===== config.mk =====
export PLATFORM = sky130hd
export DESIGN_NAME = lpif_txrx_x4_h1_master_top
export DESIGN_NICKNAME = d
export VERILOG_FILES = /design/src/hw/lpif_pkg.sv /design/src/hw/ll_auto_sync.sv /design/src/hw/lpif_txrx_x4_h1_master_name.sv /design/src/hw/lpif_txrx_x4_h1_master_concat.sv /design/src/hw/lpif_txrx_x4_h1_master_top.sv
export SDC_FILE = /design/constraint.sdc
export NUM_CORES = 1
export LEC_CHECK = 0
export ABC_AREA = 1
export BUFFER_PORTS_ARGS = -buffer_cell sky130_fd_sc_hd__buf_2
export CAP_MARGIN = 10
export CORE_AREA = 3 3 489 491
export DETAILED_ROUTE_END_ITERATION = 16
export DIE_AREA = 0 0 492 494
export PLACE_DENSITY = 0.3
export SYNTH_ARGS = -nofsm -noshare
export SYNTH_HDL_FRONTEND = slang
export SYNTH_SLANG_ARGS = --single-unit
export TNS_END_PERCENT = 100

===== constraint.sdc =====
create_clock -name clk_wr -period 4.37 [get_ports clk_wr]
set_clock_uncertainty 0.2 [all_clocks]
set_input_delay 0.2185 -clock clk_wr [delete_from_list [all_inputs] [get_ports clk_wr]]
set_output_delay 0.2185 -clock clk_wr [all_outputs]
set_load 0.05 [all_outputs]

===== src/hw/lpif_pkg.sv =====
// Lane and word geometry, packed field offsets, vector types and auto-sync states
package lpif_pkg;

  //////////////////////////////////////////////////////////////////////
  // Lane geometry
  //////////////////////////////////////////////////////////////////////

  // Four PHY lanes per link
  localparam int LANE_COUNT     = 4;
  localparam int LANE_WIDTH     = 80;
  // Strobe on bit 0 and marker on bit 79
  localparam int LANE_DATA_BITS = LANE_WIDTH - 2;
  localparam int PAYLOAD_BITS   = LANE_COUNT * LANE_DATA_BITS;
  localparam int WORD_WIDTH     = 281;
  // Word bits that land on the top lane
  localparam int LAST_LANE_BITS = WORD_WIDTH - (LANE_COUNT - 1) * LANE_DATA_BITS;
  localparam int MARKER_WIDTH   = 2;
  localparam int DELAY_WIDTH    = 16;

  // User field widths
  localparam int STATE_WIDTH    = 4;
  localparam int PROTID_WIDTH   = 2;
  localparam int DATA_WIDTH     = 256;
  localparam int CRC_WIDTH      = 16;

  //////////////////////////////////////////////////////////////////////
  // Packed word layout, LSB first
  //////////////////////////////////////////////////////////////////////

  localparam int VALID_BIT      = 0;
  localparam int CRC_VALID_BIT  = 1;
  localparam int CRC_LSB        = 2;
  localparam int DVALID_BIT     = CRC_LSB + CRC_WIDTH;
  localparam int DATA_LSB       = DVALID_BIT + 1;
  localparam int PROTID_LSB     = DATA_LSB + DATA_WIDTH;
  // State sits on top, ends at bit 280
  localparam int STATE_LSB      = PROTID_LSB + PROTID_WIDTH;

  typedef logic [LANE_WIDTH-1:0]   lane_t;
  typedef logic [WORD_WIDTH-1:0]   word_t;
  typedef logic [DELAY_WIDTH-1:0]  delay_t;
  typedef logic [DATA_WIDTH-1:0]   data_t;
  typedef logic [CRC_WIDTH-1:0]    crc_t;
  typedef logic [STATE_WIDTH-1:0]  lstate_t;
  typedef logic [PROTID_WIDTH-1:0] protid_t;
  typedef logic [MARKER_WIDTH-1:0] marker_t;

  // Transmit bring-up sequence
  typedef enum logic [1:0] {
    SYNC_OFFLINE,
    SYNC_STROBE,
    SYNC_ONLINE
  } sync_state_e;

endpackage


===== src/hw/ll_auto_sync.sv =====
// Link bring-up sequencer with tx/rx online delays and strobe/marker generation
`timescale 1ns/10ps

module ll_auto_sync (
  input  logic               clk_wr,
  input  logic               rst_n,
  input  logic               tx_online,
  input  logic               rx_online,
  input  lpif_pkg::delay_t   delay_x_value,
  input  lpif_pkg::delay_t   delay_y_value,
  input  lpif_pkg::delay_t   delay_z_value,
  output logic               tx_online_delay,
  output logic               rx_online_delay,
  output logic               tx_auto_stb_userbit,
  output lpif_pkg::marker_t  tx_auto_mrk_userbit
);

  import lpif_pkg::*;

  // Edges seen with tx_online high
  delay_t      tx_cnt;
  delay_t      tx_cnt_nxt;
  // Edges seen with rx_online high
  delay_t      rx_cnt;
  sync_state_e sync_state;
  sync_state_e sync_state_nxt;
  // Low phase drives 01, high phase 10
  logic        mrk_phase;
  logic        tx_active;

  //////////////////////////////////////////////////////////////////////
  // Transmit sequencer
  //////////////////////////////////////////////////////////////////////

  // Saturating count, cleared while offline
  always_comb begin
    tx_cnt_nxt = tx_cnt;
    if (!tx_online) begin
      tx_cnt_nxt = '0;
    end else if (tx_cnt != '1) begin
      tx_cnt_nxt = tx_cnt + 1'b1;
    end
  end

  // State runs one edge ahead of the lane register in concat,
  // so lanes show the strobe from edge E+z and payload from E+y
  always_comb begin
    sync_state_nxt = sync_state;
    case (sync_state)
      SYNC_OFFLINE: begin
        if (tx_online && (tx_cnt_nxt >= delay_y_value)) begin
          sync_state_nxt = SYNC_ONLINE;
        end else if (tx_online && (tx_cnt_nxt >= delay_z_value)) begin
          sync_state_nxt = SYNC_STROBE;
        end
      end
      SYNC_STROBE: begin
        if (!tx_online) begin
          sync_state_nxt = SYNC_OFFLINE;
        end else if (tx_cnt_nxt >= delay_y_value) begin
          sync_state_nxt = SYNC_ONLINE;
        end
      end
      SYNC_ONLINE: begin
        if (!tx_online) begin
          sync_state_nxt = SYNC_OFFLINE;
        end
      end
      default: sync_state_nxt = SYNC_OFFLINE;
    endcase
  end

  always_ff @(posedge clk_wr) begin
    if (!rst_n) begin
      tx_cnt     <= '0;
      sync_state <= SYNC_OFFLINE;
      mrk_phase  <= 1'b0;
    end else begin
      tx_cnt     <= tx_cnt_nxt;
      sync_state <= sync_state_nxt;
      // First strobe cycle always starts on 01
      if (sync_state == SYNC_OFFLINE) begin
        mrk_phase <= 1'b0;
      end else begin
        mrk_phase <= ~mrk_phase;
      end
    end
  end

  // Dropping tx_online kills strobe, marker and data at once
  assign tx_active           = tx_online && (sync_state != SYNC_OFFLINE);
  assign tx_auto_stb_userbit = tx_active;
  assign tx_auto_mrk_userbit = !tx_active ? '0 : (mrk_phase ? 2'b10 : 2'b01);
  assign tx_online_delay     = tx_online && (sync_state == SYNC_ONLINE);

  //////////////////////////////////////////////////////////////////////
  // Receive online delay
  //////////////////////////////////////////////////////////////////////

  always_ff @(posedge clk_wr) begin
    if (!rst_n) begin
      rx_cnt          <= '0;
      rx_online_delay <= 1'b0;
    end else begin
      if (!rx_online) begin
        rx_cnt <= '0;
      end else if (rx_cnt != '1) begin
        rx_cnt <= rx_cnt + 1'b1;
      end
      // High from edge R+x, low on the edge that samples rx_online low
      rx_online_delay <= rx_online && (rx_cnt >= delay_x_value);
    end
  end

endmodule


===== src/hw/lpif_txrx_x4_h1_master_name.sv =====
// User-side packing of downstream fields and registered unpacking of upstream fields
`timescale 1ns/10ps

module lpif_txrx_x4_h1_master_name (
  input  logic               clk_wr,
  input  logic               rst_n,

  // Downstream user fields
  input  lpif_pkg::lstate_t  dstrm_state,
  input  lpif_pkg::protid_t  dstrm_protid,
  input  lpif_pkg::data_t    dstrm_data,
  input  logic               dstrm_dvalid,
  input  lpif_pkg::crc_t     dstrm_crc,
  input  logic               dstrm_crc_valid,
  input  logic               dstrm_valid,

  // Packed words to and from the lane block
  output lpif_pkg::word_t    txfifo_downstream_data,
  input  lpif_pkg::word_t    rxfifo_upstream_data,
  input  logic               rx_word_ok,
  input  logic               rx_online_delay,

  // Upstream user fields
  output lpif_pkg::lstate_t  ustrm_state,
  output lpif_pkg::protid_t  ustrm_protid,
  output lpif_pkg::data_t    ustrm_data,
  output logic               ustrm_dvalid,
  output lpif_pkg::crc_t     ustrm_crc,
  output logic               ustrm_crc_valid,
  output logic               ustrm_valid
);

  import lpif_pkg::*;

  // Word is usable only with all strobes present and rx online
  logic rx_qualified;

  //////////////////////////////////////////////////////////////////////
  // Downstream packing
  //////////////////////////////////////////////////////////////////////

  // Valid in bit 0, state in the top four bits
  assign txfifo_downstream_data = {dstrm_state,
                                   dstrm_protid,
                                   dstrm_data,
                                   dstrm_dvalid,
                                   dstrm_crc,
                                   dstrm_crc_valid,
                                   dstrm_valid};

  //////////////////////////////////////////////////////////////////////
  // Upstream unpacking
  //////////////////////////////////////////////////////////////////////

  assign rx_qualified = rx_word_ok && rx_online_delay;

  // Payload fields pass through untouched
  always_ff @(posedge clk_wr) begin
    ustrm_state  <= rxfifo_upstream_data[STATE_LSB +: STATE_WIDTH];
    ustrm_protid <= rxfifo_upstream_data[PROTID_LSB +: PROTID_WIDTH];
    ustrm_data   <= rxfifo_upstream_data[DATA_LSB +: DATA_WIDTH];
    ustrm_crc    <= rxfifo_upstream_data[CRC_LSB +: CRC_WIDTH];
  end

  // Valids dropped on a missing strobe or before rx online
  always_ff @(posedge clk_wr) begin
    if (!rst_n) begin
      ustrm_valid     <= 1'b0;
      ustrm_dvalid    <= 1'b0;
      ustrm_crc_valid <= 1'b0;
    end else begin
      ustrm_valid     <= rx_qualified && rxfifo_upstream_data[VALID_BIT];
      ustrm_dvalid    <= rx_qualified && rxfifo_upstream_data[DVALID_BIT];
      ustrm_crc_valid <= rx_qualified && rxfifo_upstream_data[CRC_VALID_BIT];
    end
  end

endmodule


===== src/hw/lpif_txrx_x4_h1_master_concat.sv =====
// PHY-side lane striping with strobe and marker insertion, and lane reassembly
`timescale 1ns/10ps

module lpif_txrx_x4_h1_master_concat (
  input  logic               clk_wr,
  input  logic               rst_n,
  input  logic               tx_online,

  // Word and sync bits from the user side
  input  lpif_pkg::word_t    tx_downstream_data,
  input  logic               tx_stb_userbit,
  input  lpif_pkg::marker_t  tx_mrk_userbit,

  // Transmit lanes
  output lpif_pkg::lane_t    tx_phy0,
  output lpif_pkg::lane_t    tx_phy1,
  output lpif_pkg::lane_t    tx_phy2,
  output lpif_pkg::lane_t    tx_phy3,

  // Receive lanes
  input  lpif_pkg::lane_t    rx_phy0,
  input  lpif_pkg::lane_t    rx_phy1,
  input  lpif_pkg::lane_t    rx_phy2,
  input  lpif_pkg::lane_t    rx_phy3,

  output lpif_pkg::word_t    rx_upstream_data,
  output logic               rx_word_ok
);

  import lpif_pkg::*;

  // Word padded to four full lane payloads
  logic [PAYLOAD_BITS-1:0] tx_payload;
  lane_t                   tx_lane_d [LANE_COUNT];
  lane_t                   tx_lane_q [LANE_COUNT];
  lane_t                   rx_lane   [LANE_COUNT];

  //////////////////////////////////////////////////////////////////////
  // Transmit striping
  //////////////////////////////////////////////////////////////////////

  // Payload zero until the link is fully up
  always_comb begin
    tx_payload = '0;
    if (tx_online) begin
      tx_payload[WORD_WIDTH-1:0] = tx_downstream_data;
    end
  end

  // Lane k carries word bits 78k and up
  // Marker bit 0 on even lanes, bit 1 on odd lanes
  always_comb begin
    for (int k = 0; k < LANE_COUNT; k++) begin
      tx_lane_d[k] = {tx_mrk_userbit[k % MARKER_WIDTH],
                      tx_payload[k*LANE_DATA_BITS +: LANE_DATA_BITS],
                      tx_stb_userbit};
    end
  end

  // One cycle from word in to lanes out
  always_ff @(posedge clk_wr) begin
    if (!rst_n) begin
      tx_lane_q <= '{default: '0};
    end else begin
      tx_lane_q <= tx_lane_d;
    end
  end

  assign tx_phy0 = tx_lane_q[0];
  assign tx_phy1 = tx_lane_q[1];
  assign tx_phy2 = tx_lane_q[2];
  assign tx_phy3 = tx_lane_q[3];

  //////////////////////////////////////////////////////////////////////
  // Receive reassembly
  //////////////////////////////////////////////////////////////////////

  assign rx_lane[0] = rx_phy0;
  assign rx_lane[1] = rx_phy1;
  assign rx_lane[2] = rx_phy2;
  assign rx_lane[3] = rx_phy3;

  // Strip strobe and marker, lower lanes carry full payloads
  always_comb begin
    rx_upstream_data = '0;
    for (int k = 0; k < LANE_COUNT - 1; k++) begin
      rx_upstream_data[k*LANE_DATA_BITS +: LANE_DATA_BITS] = rx_lane[k][LANE_DATA_BITS:1];
    end
    // Top lane only partly filled, padding ignored
    rx_upstream_data[WORD_WIDTH-1 -: LAST_LANE_BITS] =
      rx_lane[LANE_COUNT-1][LAST_LANE_BITS:1];
  end

  // All four strobes must be present
  always_comb begin
    rx_word_ok = 1'b1;
    for (int k = 0; k < LANE_COUNT; k++) begin
      rx_word_ok = rx_word_ok & rx_lane[k][0];
    end
  end

endmodule


===== src/hw/lpif_txrx_x4_h1_master_top.sv =====
// Top level wiring auto-sync, user-side name block and PHY-side concat block
`timescale 1ns/10ps

module lpif_txrx_x4_h1_master_top (
  input  logic               clk_wr,
  input  logic               rst_n,

  // Link control
  input  logic               tx_online,
  input  logic               rx_online,
  input  lpif_pkg::delay_t   delay_x_value,
  input  lpif_pkg::delay_t   delay_y_value,
  input  lpif_pkg::delay_t   delay_z_value,

  // PHY lanes
  output lpif_pkg::lane_t    tx_phy0,
  input  lpif_pkg::lane_t    rx_phy0,
  output lpif_pkg::lane_t    tx_phy1,
  input  lpif_pkg::lane_t    rx_phy1,
  output lpif_pkg::lane_t    tx_phy2,
  input  lpif_pkg::lane_t    rx_phy2,
  output lpif_pkg::lane_t    tx_phy3,
  input  lpif_pkg::lane_t    rx_phy3,

  // Downstream channel
  input  lpif_pkg::lstate_t  dstrm_state,
  input  lpif_pkg::protid_t  dstrm_protid,
  input  lpif_pkg::data_t    dstrm_data,
  input  logic               dstrm_dvalid,
  input  lpif_pkg::crc_t     dstrm_crc,
  input  logic               dstrm_crc_valid,
  input  logic               dstrm_valid,

  // Upstream channel
  output lpif_pkg::lstate_t  ustrm_state,
  output lpif_pkg::protid_t  ustrm_protid,
  output lpif_pkg::data_t    ustrm_data,
  output logic               ustrm_dvalid,
  output lpif_pkg::crc_t     ustrm_crc,
  output logic               ustrm_crc_valid,
  output logic               ustrm_valid
);

  import lpif_pkg::*;

  //////////////////////////////////////////////////////////////////////
  // Interconnect
  //////////////////////////////////////////////////////////////////////

  // Words go straight between packer and lane block
  word_t   tx_downstream_data;
  word_t   rx_upstream_data;
  logic    rx_word_ok;
  logic    tx_online_delay;
  logic    rx_online_delay;
  logic    tx_auto_stb_userbit;
  marker_t tx_auto_mrk_userbit;

  ll_auto_sync ll_auto_sync_i (
    .clk_wr              (clk_wr),
    .rst_n               (rst_n),
    .tx_online           (tx_online),
    .rx_online           (rx_online),
    .delay_x_value       (delay_x_value),
    .delay_y_value       (delay_y_value),
    .delay_z_value       (delay_z_value),
    .tx_online_delay     (tx_online_delay),
    .rx_online_delay     (rx_online_delay),
    .tx_auto_stb_userbit (tx_auto_stb_userbit),
    .tx_auto_mrk_userbit (tx_auto_mrk_userbit)
  );

  // User side
  lpif_txrx_x4_h1_master_name lpif_txrx_x4_h1_master_name (
    .clk_wr                 (clk_wr),
    .rst_n                  (rst_n),
    .dstrm_state            (dstrm_state),
    .dstrm_protid           (dstrm_protid),
    .dstrm_data             (dstrm_data),
    .dstrm_dvalid           (dstrm_dvalid),
    .dstrm_crc              (dstrm_crc),
    .dstrm_crc_valid        (dstrm_crc_valid),
    .dstrm_valid            (dstrm_valid),
    .txfifo_downstream_data (tx_downstream_data),
    .rxfifo_upstream_data   (rx_upstream_data),
    .rx_word_ok             (rx_word_ok),
    .rx_online_delay        (rx_online_delay),
    .ustrm_state            (ustrm_state),
    .ustrm_protid           (ustrm_protid),
    .ustrm_data             (ustrm_data),
    .ustrm_dvalid           (ustrm_dvalid),
    .ustrm_crc              (ustrm_crc),
    .ustrm_crc_valid        (ustrm_crc_valid),
    .ustrm_valid            (ustrm_valid)
  );

  // PHY side, payload gated by the delayed tx online
  lpif_txrx_x4_h1_master_concat lpif_txrx_x4_h1_master_concat (
    .clk_wr             (clk_wr),
    .rst_n              (rst_n),
    .tx_online          (tx_online_delay),
    .tx_downstream_data (tx_downstream_data),
    .tx_stb_userbit     (tx_auto_stb_userbit),
    .tx_mrk_userbit     (tx_auto_mrk_userbit),
    .tx_phy0            (tx_phy0),
    .tx_phy1            (tx_phy1),
    .tx_phy2            (tx_phy2),
    .tx_phy3            (tx_phy3),
    .rx_phy0            (rx_phy0),
    .rx_phy1            (rx_phy1),
    .rx_phy2            (rx_phy2),
    .rx_phy3            (rx_phy3),
    .rx_upstream_data   (rx_upstream_data),
    .rx_word_ok         (rx_word_ok)
  );

endmodule


Yosys cells after proc, flatten, opt, wreduce, memory -nomap -nowiden --
Cells that the tools add are included. W data, S select, Z words.
Storage, ports and cells: logic and storage cells 61, flip-flop bits (word level) 633, input bits 653
Cells by class: muxes and demuxes 10, $add $sub $neg 2, $lt $le $gt $ge 3, eq/ne operators 7, reductions and logical operators 15, bitwise gates (word level) 5
Operators by type and width (number):
- $ge A16 B16 Y1 | 3
- $add A16 B1 Y16 const B | 2
- $mux W16 | 2
- $ne A16 B16 Y1 const B | 2
- $mux W2 | 7
- $logic_and A1 B1 Y1 | 9
- $pmux W2 S3 | 1
- $reduce_and A2 Y1 | 2
- $and A1 B1 Y1 | 3
- $ne A3 B1 Y1 const B | 1
- $ne A3 B2 Y1 const B | 1
- $reduce_and A3 Y1 | 1
- $eq A2 B1 Y1 const B | 1
- $eq A2 B2 Y1 const B | 1
- $logic_not A2 Y1 | 1
- $ne A2 B2 Y1 const B | 1
- $not A1 Y1 | 2
- $reduce_bool A2 Y1 | 1
- $reduce_or A2 Y1 | 1

Depth between registers and ports, before layout --
depth after elaboration 8, mapped depth 22, depth with buffers taken out 22

By module --
A second synthesis with hierarchy kept.
Second synthesis, totals: cells, all modules 2255, area total of the unflattened synthesis 22102.4 um2
Modules (own cells, without submodules):
- lpif_txrx_x4_h1_master_concat | instances 1, area each 11149.4 um2, cells each 1205
- lpif_txrx_x4_h1_master_name | instances 1, area each 7761.2 um2, cells each 569
- ll_auto_sync | instances 1, area each 3191.8 um2, cells each 481

Least setup slack after synthesis --
OpenSTA, ideal clock, no wires.
kind register -> register, start reg ll_auto_sync_i.tx_cnt[0], end reg ll_auto_sync_i.sync_state[0], required time 4.060 ns, stages on the path, launching flop included 20, period minus slack after synthesis 2.634 ns, slack 1.736 ns, data arrival time 2.324 ns, path buffers 0, setup time 0.110 ns, cell sequence dfxtp_1 -> ha_1 -> nand4_4 -> nor3_4 -> nand2_4 -> nand2_1 -> xnor2_1 -> nand2_1 -> inv_1 -> ha_1 -> nand2_1 -> nand2_1 -> nand3_1 -> nand2_1 -> a21oi_1 -> nand2_1 -> a21oi_1 -> nand2_1 -> nand2_1 -> nor2_1
On the way: word-level cells in the longest chain between the ends 7, elaborated cells between the ends (all ways) 13, classes of those cells add/sub (1); order compare (2); eq/ne (3); mux (4); reduce/logical (3)
RTL lines:
- start: declaration | RTL line ll_auto_sync.sv:21 | delay_t tx_cnt;
- start signal: assignment | RTL line ll_auto_sync.sv:79 | tx_cnt <= tx_cnt_nxt;
- $add A16 B1 Y16 / $ne A16 B16 Y1 (equally long branches) | RTL line ll_auto_sync.sv:41, ll_auto_sync.sv:40
- $mux W16 (*) | RTL line ll_auto_sync.sv:40 | end else if (tx_cnt != '1) begin
- $mux W16 (*) | RTL line ll_auto_sync.sv:38 | if (!tx_online) begin
- net ll_auto_sync_i.tx_cnt_nxt[9] | RTL line ll_auto_sync.sv:22 | delay_t tx_cnt_nxt;
- $ge A16 B16 Y1 (on tied branches) | RTL line ll_auto_sync.sv:53, ll_auto_sync.sv:51, ll_auto_sync.sv:60
- $logic_and A1 B1 Y1 (on tied branches) | RTL line ll_auto_sync.sv:53, ll_auto_sync.sv:51
- $ne A3 B1 Y1 (no line) / $mux W2 (equally long branches)
- $reduce_and A3 Y1 (no line) / $pmux W2 S3 (equally long branches)
- end signal: assignment | RTL line ll_auto_sync.sv:80 | sync_state <= sync_state_nxt;
- end: declaration | RTL line ll_auto_sync.sv:25 | sync_state_e sync_state;
The timed path passes the listed nets; every way through them passes the cells marked *. A chain may end at the register's enable or synchronous reset.

Final worst setup path --
Same ends and word-level chain as after synthesis.

==> flow_summary.yaml <==
cts:
  cts_buffers: 86
  clock_latency_ns: 0.68
  clk_transition_reported_paths_ns: 0.06
  cts_sinks: 601
  h-tree-depth: 3
  cts_tree: "done"
  root_buffer: "clkbuf_16"
  cts_buffer_depth: 3
yosys:
  muxShareOfSynthArea_pct: 0
  synth_top_area_share_pct: 70.3
  ys_seq_area_share_pct: 70.3
  synthDistinctLibCells: 41
  syn_inst: 1686
  yosys.area_share.simple_pct: 12.6
  synth_top_family_by_area: "simple AND/OR/NAND/NOR gates"
  ys_warn_count: 0
  ys_ff_latch: 601
  yosysTopAreaCell: "dfxtp_1"
  post_synth_fa_ha_maj_area_fraction_pct: 3.66
  synth_xor_area_share_pct: 0.614
  synth_compound_area_share_pct: 1.81
  syn_area_sq_um: 17100
  synthTopCellsByArea: "dfxtp_1 (70%), inv_1 (8.4%), nor2_1 (7.3%)"
  avgSynthCellArea_sq_um: 10.2
power_and_ir_drop:
  switching_share_pct: 27.8
  p_seq_share_pct: 37.7
  p_leak_nw: 19.3
  power.net_switching_w: 0.00418
  clock_power_share_pct: 49.4
  ir_worst_vdd_uv: 346
  p_total_w: 0.0150
  internal-power_w: 0.0109
  combPwrFrac_pct: 12.9
  powerDensity_nw_per_um2: 383
setup_path:
  critPathMaxFanout: 8
  rrSetupSlack_ns: 0.31
  cp_common_cell: "nand2_1"
  path_cells: "ha_4 > nand4_4 > nor3_4 > nand2_4 > a21o_1 > nand3_1 > inv_1 > ha_1 > nand2_1 > inv_1 > a21oi_1 > nand2_1 > nand2_1 > nand2_1 > nand2_1 > nand2_1 > nand2_1 > nand2_1 > dlygate4sd3_1 > nor2_1 > dlygate4sd3_1"
  worst_ep_arrival_time_ns: 4.49
  cp-start-kind: "register"
  reg2reg_from: "ll_auto_sync_i.tx_cnt[0]$_SDFF_PN0_"
  cp_num_buf_inv: 4
  r2r_cells: 21
  worstSetupEndpointType: "register"
  path_class: "register to register"
  critPathRequiredTime_ns: 4.79
  critPathSlowestCell: "dlygate4sd3_1"
  max_stage_delay_ns: 0.57
  path_delay_family: "simple AND/OR/NAND/NOR gates"
  r2r-end: "ll_auto_sync_i.sync_state[0]$_SDFFE_PN0P_"
job:
  maxCapViolCount: 0
detailed_routing:
  first_pass_iters: 7
  wirelength_mm: 155
  wl_per_cell_um: 21.8
  viasPerCell: 2.77
  ant_nets: 0
  drc: 0
  num_vias: 19701
  dr.first_iter.drc_count: 1009
min_path:
  hold_start: "rx_online"
  min_path_type: "input pin to register"
  hold_depth: 3
  min_to: "ll_auto_sync_i.rx_cnt[1]$_SDFFE_PN0P_"
final_layout:
  drive_above_1_share_pct: 35.1
  area_growth_pct: 129
  final_cell_mix: "buf_2 (1187), dlygate4sd3_1 (936), dfxtp_1 (596), inv_1 (382), nor2_1 (332)"
  nFillCells: 26604
  final_core_util_pct: 16.7
  layout_commonest_cell: "buf_2"
  fin_cells: 7119
  finalNetCount: 4570
place:
  gp_routability_congestion: 0.925
  dp_hpwl_mm: 130
  placed_cells: 5988
  io_buffers: 1187
grt:
  grt_pass1_wl_mm: 196
  grt_pass1_vias: 20911
  antenna_found_initial: 81
  grt_usage_pct: 12.2
  grt_max_degree: 97
  overflow: 0
sta:
  period_needed_ns: 4.06
  rsz0062_at_grt: "false"
  clock.fmax_ghz: 0.246
  finalSetupTns_ns: 0
  finalMaxSlewViolations: 0
  tightest_slew_ns: 0.688
  worst_hold_slack_ns: 0.0442
  setup_violations: 0
  slew-limit-headroom_pct: 54.2
  hold_viol: 0
  fin_crit_sh_pct: 93.0
floorplan:
  core_sq_um: 235000
  ioPinCount: 1254
  die_h_um: 494
  die_x_um: 492
  die_area_sq_um: 243000
  placementRows: 178
  start_util_pct: 7.28
status:
  outcome: "finished clean"
## how the worst max path moves through the flow
stage                                              startpoint                                         to  slack, ns  cells past startpoint
after floorplan           ll_auto_sync_i.tx_cnt[0]$_SDFF_PN0_  ll_auto_sync_i.sync_state[0]$_SDFFE_PN0P_       1.74                     19
after global placement    ll_auto_sync_i.tx_cnt[0]$_SDFF_PN0_  ll_auto_sync_i.sync_state[0]$_SDFFE_PN0P_       1.20                     20
after detailed placement  ll_auto_sync_i.tx_cnt[0]$_SDFF_PN0_  ll_auto_sync_i.sync_state[0]$_SDFFE_PN0P_       1.23                     20
after CTS                 ll_auto_sync_i.tx_cnt[0]$_SDFF_PN0_  ll_auto_sync_i.sync_state[0]$_SDFFE_PN0P_       0.13                     23
after global routing      ll_auto_sync_i.tx_cnt[4]$_SDFF_PN0_  ll_auto_sync_i.sync_state[0]$_SDFFE_PN0P_      0.005                     23
final                     ll_auto_sync_i.tx_cnt[0]$_SDFF_PN0_  ll_auto_sync_i.sync_state[0]$_SDFFE_PN0P_       0.31                     21
## Yosys cell counts
| library cell | number |
|---|---|
| conb_1 | 1 |
| clkbuf_1 | 23 |
| buf_2 | 10 |
| a21oi_2 | 1 |
| nor2_1 | 332 |
| a21o_1 | 2 |
| xor2_1 | 5 |
| o21ai_1 | 3 |
| nand3_2 | 6 |
| dfxtp_1 | 601 |
| clkinv_2 | 1 |
| nand2_1 | 86 |
| or2_2 | 1 |
| buf_4 | 36 |
| nor2_4 | 2 |
| o21a_1 | 1 |
| o211ai_1 | 2 |
| nor3_1 | 13 |
| o21bai_1 | 1 |
| nand2_4 | 1 |
| a31oi_2 | 1 |
| nand3b_1 | 2 |
| and2_1 | 2 |
| xnor2_1 | 7 |
| clkinv_1 | 2 |
| nand4_1 | 9 |
| o21ai_0 | 13 |
| nor2_2 | 5 |
| nor4_1 | 3 |
| nand2_2 | 4 |
| a31oi_1 | 3 |
| nor3_2 | 4 |
| buf_6 | 1 |
| inv_1 | 382 |
| nand4_4 | 1 |
| nand3_1 | 29 |
| inv_2 | 6 |
| nor3_4 | 2 |
| a21oi_1 | 29 |
| ha_1 | 50 |
| or2_0 | 3 |
## per-stage QoR
step | setup WS [ns] | cell area (sq um)
after CTS | 0.130 | 39100
final | 0.305 | 39300
after detailed placement | 1.23 | 26800
after global placement | 1.20 | 26800
after floorplan | 1.74 | 17200
after global routing | 0.00518 | 39200
## cells by family (layout without fill, tap and decap cells)
group | after synthesis | count (layout)
AO/OA/AOI/OAI | 56 | 56
XOR/XNOR | 12 | 12
adder cells (fa/ha/maj) | 50 | 50
buffers and inverters | 461 | 2675
flip-flops | 601 | 601
other | 1 | 70
AND/OR/NAND/NOR | 505 | 505
## layer usage
metal  wire length [um]  track usage [%]
met5                263            0.470
met4               7890             5.35
met3              23000             8.36
met2              70800             20.0
met1              52900             11.9
## power by group through the flow
| stage | clock (W) | combinational [W] | sequential (W) |
|---|---|---|---|
| 2_1_floorplan | 0 | 0.000177 | 0.00626 |
| 3_3_place_gp | 0 | 0.00123 | 0.00579 |
| 3_5_place_dp | 0 | 0.00123 | 0.00578 |
| 4_1_cts | 0.00782 | 0.00196 | 0.00567 |
| 5_1_grt | 0.00797 | 0.00206 | 0.00568 |
| 6_report | 0.00743 | 0.00194 | 0.00567 |
## sequential cells by signal, summed over array words and instances, names as in the netlist, 2 cells and up
name,flops
lpif_txrx_x4_h1_master_concat.tx_phy0,78
lpif_txrx_x4_h1_master_name.ustrm_protid,2
ll_auto_sync_i.tx_cnt,16
lpif_txrx_x4_h1_master_name.ustrm_data,256
lpif_txrx_x4_h1_master_concat.tx_phy3,48
lpif_txrx_x4_h1_master_name.ustrm_crc,16
lpif_txrx_x4_h1_master_concat.tx_phy2,80
lpif_txrx_x4_h1_master_concat.tx_phy1,78
lpif_txrx_x4_h1_master_name.ustrm_state,4
ll_auto_sync_i.sync_state,2
ll_auto_sync_i.rx_cnt,16
## worst min-delay path: stages
cell	delay, ns
buf_2	0.10
nand2_1	0.45
a21oi_1	0.07
## cell type report
cell class / count / area, sq um / area share (%)
Timing Repair Buffer: 2133 / 15400 / 39.3
Sequential cell: 601 / 12000 / 30.7
Tap cell: 3150 / 3940 / 10.0
Multi-Input combinational cell: 654 / 3340 / 8.52
Clock buffer: 108 / 2340 / 5.97
Inverter: 391 / 1470 / 3.74
Clock inverter: 43 / 612 / 1.56
Antenna cell: 39 / 97.6 / 0.249
## timing repair
item | in CTS | in global routing
gates resized for setup | 0 | 10
hold buffers | 936 | 0
hold endpoints to repair | 582 | 0
setup buffers | 0 | 5
endpoints found under the setup margin | 0 | 1
Note: power is estimated with default switching activity, not from simulation.
